===== config.mk =====
export PLATFORM = sky130hd
export DESIGN_NAME = fetch_top
export DESIGN_NICKNAME = d
export VERILOG_FILES = /design/src/fetch_pkg.sv /design/src/fetch_pc.sv /design/src/branch_predecode.sv /design/src/fetch_queue.sv /design/src/fetch_top.sv
export SDC_FILE = /design/constraint.sdc
export NUM_CORES = 2
export LEC_CHECK = 0
export BUFFER_PORTS_ARGS = -buffer_cell sky130_fd_sc_hd__buf_2
export CAP_MARGIN = 0
export CORE_AREA = 2 2 312 314
export CTS_CLUSTER_DIAMETER = 100
export DETAILED_ROUTE_END_ITERATION = 12
export DIE_AREA = 0 0 314 316
export PLACE_DENSITY = 0.75
export SETUP_SLACK_MARGIN = 0.4
export SYNTH_ARGS = -nofsm -noshare
export SYNTH_HDL_FRONTEND = slang
export SYNTH_SLANG_ARGS = --single-unit

===== constraint.sdc =====
create_clock -name clock -period 31.9 [get_ports clock]
set_input_delay 1.595 -clock clock [delete_from_list [all_inputs] [get_ports clock]]
set_output_delay 1.595 -clock clock [all_outputs]
set_load 0.1 [all_outputs]

===== src/fetch_pkg.sv =====
/* fetch front end shared types and constants
   address, instruction and memory line widths, reset vector, queue sizing, branch opcodes */

package fetch_pkg;

	////////////////////////////////////////////////////////////////////////////
	// data widths
	////////////////////////////////////////////////////////////////////////////

	// byte address of an instruction, 64-bit machine
	typedef logic [63:0] addr_t;

	// one 32-bit instruction word
	typedef logic [31:0] inst_t;

	// memory line of two instructions
	// lower half at the aligned address, upper half at address + 4
	typedef logic [63:0] imem_data_t;

	// major opcode, instruction bits 31..26
	typedef logic [5:0] opcode_t;

	// branch displacement in instructions, instruction bits 20..0
	typedef logic [20:0] disp_t;

	////////////////////////////////////////////////////////////////////////////
	// fetch start and queue sizing
	////////////////////////////////////////////////////////////////////////////

	localparam addr_t RESET_PC = 64'h0;       // first fetch address after reset

	localparam int FETCH_QUEUE_DEPTH = 4;     // queue entries
	localparam int QUEUE_PTR_BITS = 2;        // head / tail pointer width
	localparam int QUEUE_COUNT_BITS = 3;      // occupancy 0..4

	// queue pointer, wraps naturally at the depth
	typedef logic [QUEUE_PTR_BITS-1:0] queue_ptr_t;

	// entry count, one bit wider than the pointer to hold a full queue
	typedef logic [QUEUE_COUNT_BITS-1:0] queue_count_t;

	////////////////////////////////////////////////////////////////////////////
	// branch opcodes
	////////////////////////////////////////////////////////////////////////////

	// unconditional branches, always predicted taken
	localparam opcode_t OP_BR = 6'h30;
	localparam opcode_t OP_BSR = 6'h34;

	// every branch opcode has 2'b11 in bits 31..30 (0x30..0x3f)
	localparam logic [1:0] BRANCH_OPCODE_HIGH = 2'd3;

endpackage


===== src/fetch_pc.sv =====
/* program counter stage
   holds the fetch PC, restarts on recover and advances only when a fetch is accepted */

module fetch_pc
(
	input  logic             clock,
	input  logic             reset,

	// back end redirect after a mispredict
	input  logic             recover,
	input  fetch_pkg::addr_t recover_pc,

	// accepted fetch and where it continues
	input  logic             fetch_write,
	input  fetch_pkg::addr_t pred_next_pc,

	// current fetch address, unaligned, bit 2 picks the slot
	output fetch_pkg::addr_t fetch_address
);

	import fetch_pkg::*;

	addr_t pc_reg;   // address being fetched this cycle
	addr_t pc_next;  // value loaded at the next edge

	////////////////////////////////////////////////////////////////////////////
	// next PC selection
	////////////////////////////////////////////////////////////////////////////

	// priority: recover first, then an accepted fetch, else hold
	// fetch_write already excludes recover, the order here keeps it safe anyway
	always_comb
	begin
		pc_next = pc_reg;                 // stall, memory miss or full queue
		if (recover)
		begin
			pc_next = recover_pc;         // redirect from the back end
		end
		else if (fetch_write)
		begin
			pc_next = pred_next_pc;       // sequential or predicted target
		end
	end

	////////////////////////////////////////////////////////////////////////////
	// PC register
	////////////////////////////////////////////////////////////////////////////

	always_ff @(posedge clock)
	begin
		if (reset)
		begin
			pc_reg <= RESET_PC;           // start vector
		end
		else
		begin
			pc_reg <= pc_next;
		end
	end

	assign fetch_address = pc_reg;    // one cycle from acceptance to new address

endmodule


===== src/branch_predecode.sv =====
/* predecode stage
   splits the memory line into two slots, predicts branches statically, forms the next fetch PC */

module branch_predecode
(
	input  fetch_pkg::addr_t     fetch_address,
	input  fetch_pkg::imem_data_t imem_data,
	input  logic                 imem_valid,
	input  logic                 queue_ready,
	input  logic                 recover,

	output logic                 fetch_write,

	output logic                 slot0_valid,
	output logic                 slot1_valid,
	output fetch_pkg::inst_t     slot0_inst,
	output fetch_pkg::inst_t     slot1_inst,
	output fetch_pkg::addr_t     slot0_pc,
	output fetch_pkg::addr_t     slot1_pc,
	output logic                 slot0_pred_taken,
	output logic                 slot1_pred_taken,
	output fetch_pkg::addr_t     slot0_pred_npc,
	output fetch_pkg::addr_t     slot1_pred_npc,

	output fetch_pkg::addr_t     pred_next_pc
);

	import fetch_pkg::*;

	logic  odd_entry;     // address bit 2 set, only the upper half is fetched
	addr_t target0;       // branch targets, meaningful only for branches
	addr_t target1;
	addr_t seq_next_pc;   // fall-through fetch address

	// static rule: BR/BSR always, other branches when the displacement is negative
	function automatic logic predict_taken(input inst_t inst);
		opcode_t op;
		disp_t   disp;
		op = inst[31:26];
		disp = inst[20:0];
		if (op[5:4] != BRANCH_OPCODE_HIGH)
			return 1'b0;                              // not a branch
		return (op == OP_BR) || (op == OP_BSR) || disp[20];
	endfunction

	// pc + 4 + 4 * sext(disp)
	function automatic addr_t branch_target(input addr_t pc, input inst_t inst);
		disp_t disp;
		disp = inst[20:0];
		return pc + 64'd4 + {{41{disp[20]}}, disp, 2'b00};
	endfunction

	////////////////////////////////////////////////////////////////////////////
	// slot selection
	////////////////////////////////////////////////////////////////////////////

	assign odd_entry = fetch_address[2];

	assign slot0_inst = odd_entry ? imem_data[63:32] : imem_data[31:0];
	assign slot1_inst = imem_data[63:32];           // only used on an even entry
	assign slot0_pc = fetch_address;
	assign slot1_pc = fetch_address + 64'd4;

	// accept only with data, room for two and no redirect in flight
	assign fetch_write = imem_valid & queue_ready & ~recover;

	////////////////////////////////////////////////////////////////////////////
	// prediction
	////////////////////////////////////////////////////////////////////////////

	assign slot0_pred_taken = predict_taken(slot0_inst);
	assign slot1_pred_taken = predict_taken(slot1_inst);
	assign target0 = branch_target(slot0_pc, slot0_inst);
	assign target1 = branch_target(slot1_pc, slot1_inst);

	// per-instruction predicted successor
	assign slot0_pred_npc = slot0_pred_taken ? target0 : slot0_pc + 64'd4;
	assign slot1_pred_npc = slot1_pred_taken ? target1 : slot1_pc + 64'd4;

	// slot 1 is cut after a taken slot 0 and does not exist on an odd entry
	assign slot0_valid = fetch_write;
	assign slot1_valid = fetch_write & ~odd_entry & ~slot0_pred_taken;

	////////////////////////////////////////////////////////////////////////////
	// next fetch PC
	////////////////////////////////////////////////////////////////////////////

	assign seq_next_pc = odd_entry ? fetch_address + 64'd4 : fetch_address + 64'd8;

	// first predicted-taken slot wins, else fall through to the next line
	always_comb
	begin
		pred_next_pc = seq_next_pc;
		if (slot0_pred_taken)
			pred_next_pc = target0;
		else if (!odd_entry && slot1_pred_taken)
			pred_next_pc = target1;
	end

endmodule


===== src/fetch_queue.sv =====
/* fetch queue
   four-entry circular buffer, writes up to two and pops up to two per cycle, flushed on recover */

module fetch_queue
(
	input  logic             clock,
	input  logic             reset,
	input  logic             recover,

	// predecoded slots from the fetch side
	input  logic             slot0_valid,
	input  logic             slot1_valid,
	input  fetch_pkg::inst_t slot0_inst,
	input  fetch_pkg::inst_t slot1_inst,
	input  fetch_pkg::addr_t slot0_pc,
	input  fetch_pkg::addr_t slot1_pc,
	input  logic             slot0_pred_taken,
	input  logic             slot1_pred_taken,
	input  fetch_pkg::addr_t slot0_pred_npc,
	input  fetch_pkg::addr_t slot1_pred_npc,

	// entries taken by decode this cycle, 0..2
	input  logic [1:0]       dispatch_num,

	// room for two more, counted before this cycle's pops
	output logic             queue_ready,

	// two oldest entries toward decode
	output logic             id_valid0,
	output logic             id_valid1,
	output fetch_pkg::inst_t id_inst0,
	output fetch_pkg::inst_t id_inst1,
	output fetch_pkg::addr_t id_pc0,
	output fetch_pkg::addr_t id_pc1,
	output logic             id_pred_taken0,
	output logic             id_pred_taken1,
	output fetch_pkg::addr_t id_pred_npc0,
	output fetch_pkg::addr_t id_pred_npc1
);

	import fetch_pkg::*;

	// entry storage, payload only
	inst_t inst_q      [0:FETCH_QUEUE_DEPTH-1];
	addr_t pc_q        [0:FETCH_QUEUE_DEPTH-1];
	logic  pred_q      [0:FETCH_QUEUE_DEPTH-1];
	addr_t pred_npc_q  [0:FETCH_QUEUE_DEPTH-1];

	queue_ptr_t   head;           // oldest entry
	queue_ptr_t   tail;           // next free entry
	queue_ptr_t   head_p1;
	queue_ptr_t   tail_p1;
	queue_count_t count;          // occupied entries

	queue_count_t num_write;      // entries written this cycle
	queue_count_t num_pop;        // entries removed this cycle
	queue_count_t avail;          // entries visible at the outputs

	// first written entry, slot 0 normally, slot 1 if slot 0 is empty
	inst_t wr_inst;
	addr_t wr_pc;
	logic  wr_pred;
	addr_t wr_pred_npc;
	logic  wr_second;             // both slots go in

	assign head_p1 = head + queue_ptr_t'(1);
	assign tail_p1 = tail + queue_ptr_t'(1);

	////////////////////////////////////////////////////////////////////////////
	// write and pop sizing
	////////////////////////////////////////////////////////////////////////////

	assign queue_ready = (count <= queue_count_t'(FETCH_QUEUE_DEPTH - 2));

	assign num_write = queue_count_t'(slot0_valid) + queue_count_t'(slot1_valid);
	assign wr_second = slot0_valid & slot1_valid;

	// pack valid slots in order
	assign wr_inst     = slot0_valid ? slot0_inst : slot1_inst;
	assign wr_pc       = slot0_valid ? slot0_pc : slot1_pc;
	assign wr_pred     = slot0_valid ? slot0_pred_taken : slot1_pred_taken;
	assign wr_pred_npc = slot0_valid ? slot0_pred_npc : slot1_pred_npc;

	// never pop more than is shown to decode
	assign avail = (count >= queue_count_t'(2)) ? queue_count_t'(2) : count;
	assign num_pop = (queue_count_t'(dispatch_num) > avail) ? avail
	                                                        : queue_count_t'(dispatch_num);

	////////////////////////////////////////////////////////////////////////////
	// pointers and count
	////////////////////////////////////////////////////////////////////////////

	always_ff @(posedge clock)
	begin
		if (reset || recover)
		begin
			head  <= '0;              // flush, outputs low from the next cycle
			tail  <= '0;
			count <= '0;
		end
		else
		begin
			head  <= head + num_pop[QUEUE_PTR_BITS-1:0];
			tail  <= tail + num_write[QUEUE_PTR_BITS-1:0];
			count <= count + num_write - num_pop;
		end
	end

	// payload write, slot valids are already low during recover
	always_ff @(posedge clock)
	begin
		if (num_write != '0)
		begin
			inst_q[tail]     <= wr_inst;
			pc_q[tail]       <= wr_pc;
			pred_q[tail]     <= wr_pred;
			pred_npc_q[tail] <= wr_pred_npc;
		end
		if (wr_second)
		begin
			inst_q[tail_p1]     <= slot1_inst;
			pc_q[tail_p1]       <= slot1_pc;
			pred_q[tail_p1]     <= slot1_pred_taken;
			pred_npc_q[tail_p1] <= slot1_pred_npc;
		end
	end

	////////////////////////////////////////////////////////////////////////////
	// decode outputs
	////////////////////////////////////////////////////////////////////////////

	assign id_valid0 = (count != '0);
	assign id_valid1 = (count >= queue_count_t'(2));

	assign id_inst0       = inst_q[head];
	assign id_pc0         = pc_q[head];
	assign id_pred_taken0 = pred_q[head];
	assign id_pred_npc0   = pred_npc_q[head];

	assign id_inst1       = inst_q[head_p1];
	assign id_pc1         = pc_q[head_p1];
	assign id_pred_taken1 = pred_q[head_p1];
	assign id_pred_npc1   = pred_npc_q[head_p1];

endmodule


===== src/fetch_top.sv =====
/* instruction fetch front end
   PC stage, predecode and fetch queue between instruction memory and decode */

module fetch_top
(
	input  logic                  clock,
	input  logic                  reset,

	// instruction memory, answers in the same cycle
	output fetch_pkg::addr_t      imem_addr,
	input  fetch_pkg::imem_data_t imem_data,
	input  logic                  imem_valid,

	// mispredict redirect from the back end
	input  logic                  recover,
	input  fetch_pkg::addr_t      recover_pc,

	// decode side
	input  logic [1:0]            dispatch_num,
	output logic                  id_valid0,
	output logic                  id_valid1,
	output fetch_pkg::inst_t      id_inst0,
	output fetch_pkg::inst_t      id_inst1,
	output fetch_pkg::addr_t      id_pc0,
	output fetch_pkg::addr_t      id_pc1,
	output logic                  id_pred_taken0,
	output logic                  id_pred_taken1,
	output fetch_pkg::addr_t      id_pred_npc0,
	output fetch_pkg::addr_t      id_pred_npc1
);

	import fetch_pkg::*;

	addr_t fetch_address;         // PC register
	addr_t pred_next_pc;
	logic  fetch_write;           // fetch accepted this cycle
	logic  queue_ready;

	// predecoded slots
	logic  slot0_valid, slot1_valid;
	inst_t slot0_inst, slot1_inst;
	addr_t slot0_pc, slot1_pc;
	logic  slot0_pred_taken, slot1_pred_taken;
	addr_t slot0_pred_npc, slot1_pred_npc;

	assign imem_addr = {fetch_address[63:3], 3'b000};   // line aligned

	fetch_pc i_fetch_pc
	(
		.clock, .reset, .recover, .recover_pc,
		.fetch_write, .pred_next_pc, .fetch_address
	);

	branch_predecode i_branch_predecode
	(
		.fetch_address, .imem_data, .imem_valid, .queue_ready, .recover,
		.fetch_write,
		.slot0_valid, .slot1_valid, .slot0_inst, .slot1_inst,
		.slot0_pc, .slot1_pc, .slot0_pred_taken, .slot1_pred_taken,
		.slot0_pred_npc, .slot1_pred_npc,
		.pred_next_pc
	);

	fetch_queue i_fetch_queue
	(
		.clock, .reset, .recover,
		.slot0_valid, .slot1_valid, .slot0_inst, .slot1_inst,
		.slot0_pc, .slot1_pc, .slot0_pred_taken, .slot1_pred_taken,
		.slot0_pred_npc, .slot1_pred_npc,
		.dispatch_num, .queue_ready,
		.id_valid0, .id_valid1, .id_inst0, .id_inst1, .id_pc0, .id_pc1,
		.id_pred_taken0, .id_pred_taken1, .id_pred_npc0, .id_pred_npc1
	);

endmodule


==> impl_metrics.env <==
export IMPL_critPathMaxFanout=17
export IMPL_clockBufferDepth=3
export IMPL_cts_max_level=3
export IMPL_grt_pass1_vias=43900
export IMPL_r2r_end="i_fetch_queue.pred_npc_q[0][63]"
export IMPL_p_per_area_mw_per_mm2=85.7
export IMPL_slew_violations=0
export IMPL_post_cts_buffers=0
export IMPL_num_fill_cells=7840
export IMPL_avgViaCountPerCell=6.99
export IMPL_syn_cell_area_mm2=0.0524
export IMPL_regToRegStartpoint="i_fetch_pc.fetch_address[6]"
export IMPL_crit_path_frequent_cell="xnor2_1"
export IMPL_core_mm2=0.0960
export IMPL_synth_largest_area_cell="edfxtp_1"
export IMPL_worstHoldStart="i_fetch_pc.fetch_address[1]"
export IMPL_cts_tree="yes"
export IMPL_yosys_warnings=0
export IMPL_ant_nets=0
export IMPL_min_to="i_fetch_queue.pc_q[2][1]"
export IMPL_layout_drive_gt1_share_pct=22.2
export IMPL_hp_class="flop to flop"
export IMPL_timing_final_crit_share_pct=27.3
export IMPL_root_buffer="clkbuf_16"
export IMPL_num_rows=114
export IMPL_initial_core_util_pct=54.5
export IMPL_vias=46800
export IMPL_violations="capacitance limit"
export IMPL_drt_iter0_drc=7913
export IMPL_p_sw_w=0.00269
export IMPL_numCtsBuffers=80
export IMPL_drt_wirelength_per_cell_um=33.6
export IMPL_crit_chain="nand4_1 > nor3_2 > and2_0 > nand2_1 > xnor2_1 > nand3_2 > nor3_1 > xnor2_1 > ha_1 > nand4_1 > or4_1 > nor2_1 > a31oi_1 > o21ai_0 > nor4_1 > or2_2 > mux2i_1 > xnor2_1 > mux2i_1"
export IMPL_syn_inst=5084
export IMPL_synthFlopType="edfxtp_1"
export IMPL_gp_congestion=1.08
export IMPL_required_ns=32.30
export IMPL_start_kind="flop"
export IMPL_ios=522
export IMPL_path_class="flop to flop"
export IMPL_antenna_found_initial=18
export IMPL_grt_start_max_net_pins=161
export IMPL_area_delta_synth_final_pct=11.1
export IMPL_setup_tns_ns=0
export IMPL_die_width_um=314
export IMPL_synth_top_area_share_pct=36.5
export IMPL_critPathTopFamily="simple AND/OR/NAND/NOR gates"
export IMPL_finalWirelength_mm=225
export IMPL_critical_path_slowest_cell="xnor2_1"
export IMPL_grt_ovfl_total=0
export IMPL_period_minus_slack_ns=8.72
export IMPL_drt_pass1_iterations=6
export IMPL_drc=0
export IMPL_ys_ff_latch=707
export IMPL_status="finished with violations"
export IMPL_r2r_cells=19
export IMPL_die_height_um=316
export IMPL_relSlewSlack_pct=0.666
export IMPL_pwr_share_comb_pct=56.7
export IMPL_ctsHoldBuffers=0
export IMPL_peakVddDrop_mv=0.0998
export IMPL_swShare_pct=53.9
export IMPL_hold_depth=0
export IMPL_worstPathArrival_ns=9.12
export IMPL_ys_seq_area_share_pct=39.2
export IMPL_synth_area_leaders="edfxtp_1, mux4_2, xnor2_1"
export IMPL_path_buf_inv=0
export IMPL_tightest_slew_ns=1.47
export IMPL_max_cap_violations=1
export IMPL_layout_nets=5630
export IMPL_total_power_w=0.00499
export IMPL_die_area_mm2=0.0992
export IMPL_cts_sinks=707
export IMPL_leakage_nw=22.2
export IMPL_synth_edf_count=636
export IMPL_syn_area_per_cell_um2=10.3
export IMPL_grt_pass1_wl_mm=316
export IMPL_grt_usage_pct=44.4
export IMPL_clock_latency_ns=0.71
export IMPL_clock_skew_ns=0.0455
export IMPL_seq_power_share_pct=24.7
export IMPL_intPower_w=0.00230
export IMPL_synthArstFlopShare_pct=0
export IMPL_dpl_hpwl_mm=168
export IMPL_reg2reg_slack_ns=23.18
export IMPL_cpPeakStageDelay_ns=0.91
export IMPL_setup_viol=0
export IMPL_path_clk_slew_ns=0.06
export IMPL_endpoint_kind="flop"
export IMPL_cts_resized=0
export IMPL_finalHoldViolCount=0
export IMPL_rsz0062_at_grt="no"
export IMPL_pwr_share_clk_pct=18.6
export IMPL_fmax_ghz=0.115
export IMPL_port_buffers=518
export IMPL_synth_distinct_cells=94
export IMPL_post_route_util_pct=60.6
[sequential cells by signal, indices dropped and copies added, names as in the netlist]
signal                    count
i_fetch_queue.pc_q          256
i_fetch_queue.pred_npc_q    248
i_fetch_queue.inst_q        128
i_fetch_pc.fetch_address     64
i_fetch_queue.pred_q          4
i_fetch_queue.count           3
i_fetch_queue.head            2
i_fetch_queue.tail            2
[per-layer routing]
layer  vias to the layer above  global-route usage (%)  part of all wire (%)
met2                      3690                    66.5                    44
met5                         -                       0                 0.038
met1                     22900                    58.2                    36
met3                       725                    13.1                    14
met4                        12                    24.0                   6.5
li1                      19500                       -                     -
[cells in the final DEF (no fill, tap or decap), types with 22 or more instances in the layout]
| cell type | Yosys | routed |
|---|---|---|
| mux2_2 | 50 | 50 |
| nor3_1 | 84 | 84 |
| a21oi_1 | 389 | 389 |
| clkinv_1 | 2 | 23 |
| mux4_2 | 318 | 318 |
| and3_1 | 33 | 33 |
| and4_1 | 26 | 26 |
| a211oi_1 | 28 | 28 |
| mux2i_1 | 183 | 183 |
| buf_4 | 80 | 116 |
| xnor2_1 | 327 | 326 |
| ha_1 | 143 | 143 |
| and2_1 | 32 | 31 |
| o21ai_0 | 286 | 285 |
| nand4_1 | 82 | 82 |
| edfxtp_1 | 636 | 636 |
| nand2_1 | 566 | 560 |
| a21o_1 | 68 | 68 |
| inv_1 | 119 | 119 |
| buf_2 | 18 | 517 |
| clkbuf_16 | 0 | 81 |
| nand3_1 | 80 | 80 |
| dfxtp_1 | 71 | 68 |
| nor2_1 | 472 | 466 |
| a31oi_1 | 28 | 28 |
| a22oi_1 | 47 | 47 |
| nor4_1 | 33 | 31 |
| o211ai_1 | 45 | 45 |
| a21boi_0 | 24 | 22 |
| xor2_1 | 134 | 133 |
| o21bai_1 | 30 | 30 |
[worst max path at each step]
stage	start	end	slack, ns	depth (start not counted)
floorplan	imem_data[52]	i_fetch_queue.inst_q[1][0]	15.06	13
global placement	i_fetch_pc.fetch_address[6]	i_fetch_pc.fetch_address[62]	23.73	21
detailed placement	i_fetch_pc.fetch_address[6]	i_fetch_queue.pred_npc_q[0][63]	23.63	19
CTS	i_fetch_pc.fetch_address[6]	i_fetch_queue.pred_npc_q[0][63]	23.58	19
global route	i_fetch_pc.fetch_address[6]	i_fetch_queue.pred_npc_q[2][47]	23.13	18
finish	i_fetch_pc.fetch_address[6]	i_fetch_queue.pred_npc_q[0][63]	23.18	19
[logic make-up (layout without fill, tap and decap cells)]
group	Yosys count	after routing	synth area share, %
flops	707	707	39.2
mux	551	551	18.3
xor+xnor	464	464	7.80
simple gates	1532	1532	13.6
fa+ha+maj	147	147	3.57
compound gates	1101	1101	12.8
buf+inv	581	907	4.78
other cells	1	12	0.00716
[area by class of cell]
cell class	instances	area, um2	share of cell area [%]
Antenna cell	9	22.5	0.0387
Clock buffer	97	2090	3.59
Timing Repair Buffer	636	3520	6.05
Inverter	126	473	0.813
Sequential cell	707	20500	35.3
Tap cell	1276	1600	2.74
Clock inverter	48	473	0.813
Multi-Input combinational cell	3798	29500	50.7
[synth_stat cells (all sizes together) (29+ instances only)]
master,n
nand3,85
and3,33
a21o,68
nand2,566
inv,124
clkbuf,270
dfxtp,71
o211ai,45
xor2,136
nor4,40
o21ai,288
mux2i,183
nor2,473
mux4,318
ha,143
xnor2,328
mux2,50
nor3,90
a211oi,29
and2,33
nand4,87
buf,185
a22oi,47
o21bai,30
edfxtp,636
a21oi,389
[power by group through the flow]
stage | clock (W) | combinational, W | sequential (W)
after floorplan | 0 | 0.00223 | 0.00122
after global placement | 0 | 0.00276 | 0.00124
final | 0.000926 | 0.00283 | 0.00123
after detailed placement | 0 | 0.00278 | 0.00125
after global routing | 0.000959 | 0.00290 | 0.00124
after CTS | 0.000925 | 0.00279 | 0.00123
[per-stage QoR]
step                hold slack [ns]  cell area [um2]  cells  setup WS (ns)
global placement              0.486            55600   6543          23.73
finish                        0.513            58200   6697          23.18
CTS                           0.517            58200   6688          23.58
global route                  0.524            58200   6692          23.13
floorplan                     0.459            52400   5086          15.06
detailed placement            0.499            55600   6543          23.63
Note: power is estimated with default switching activity, not from simulation.
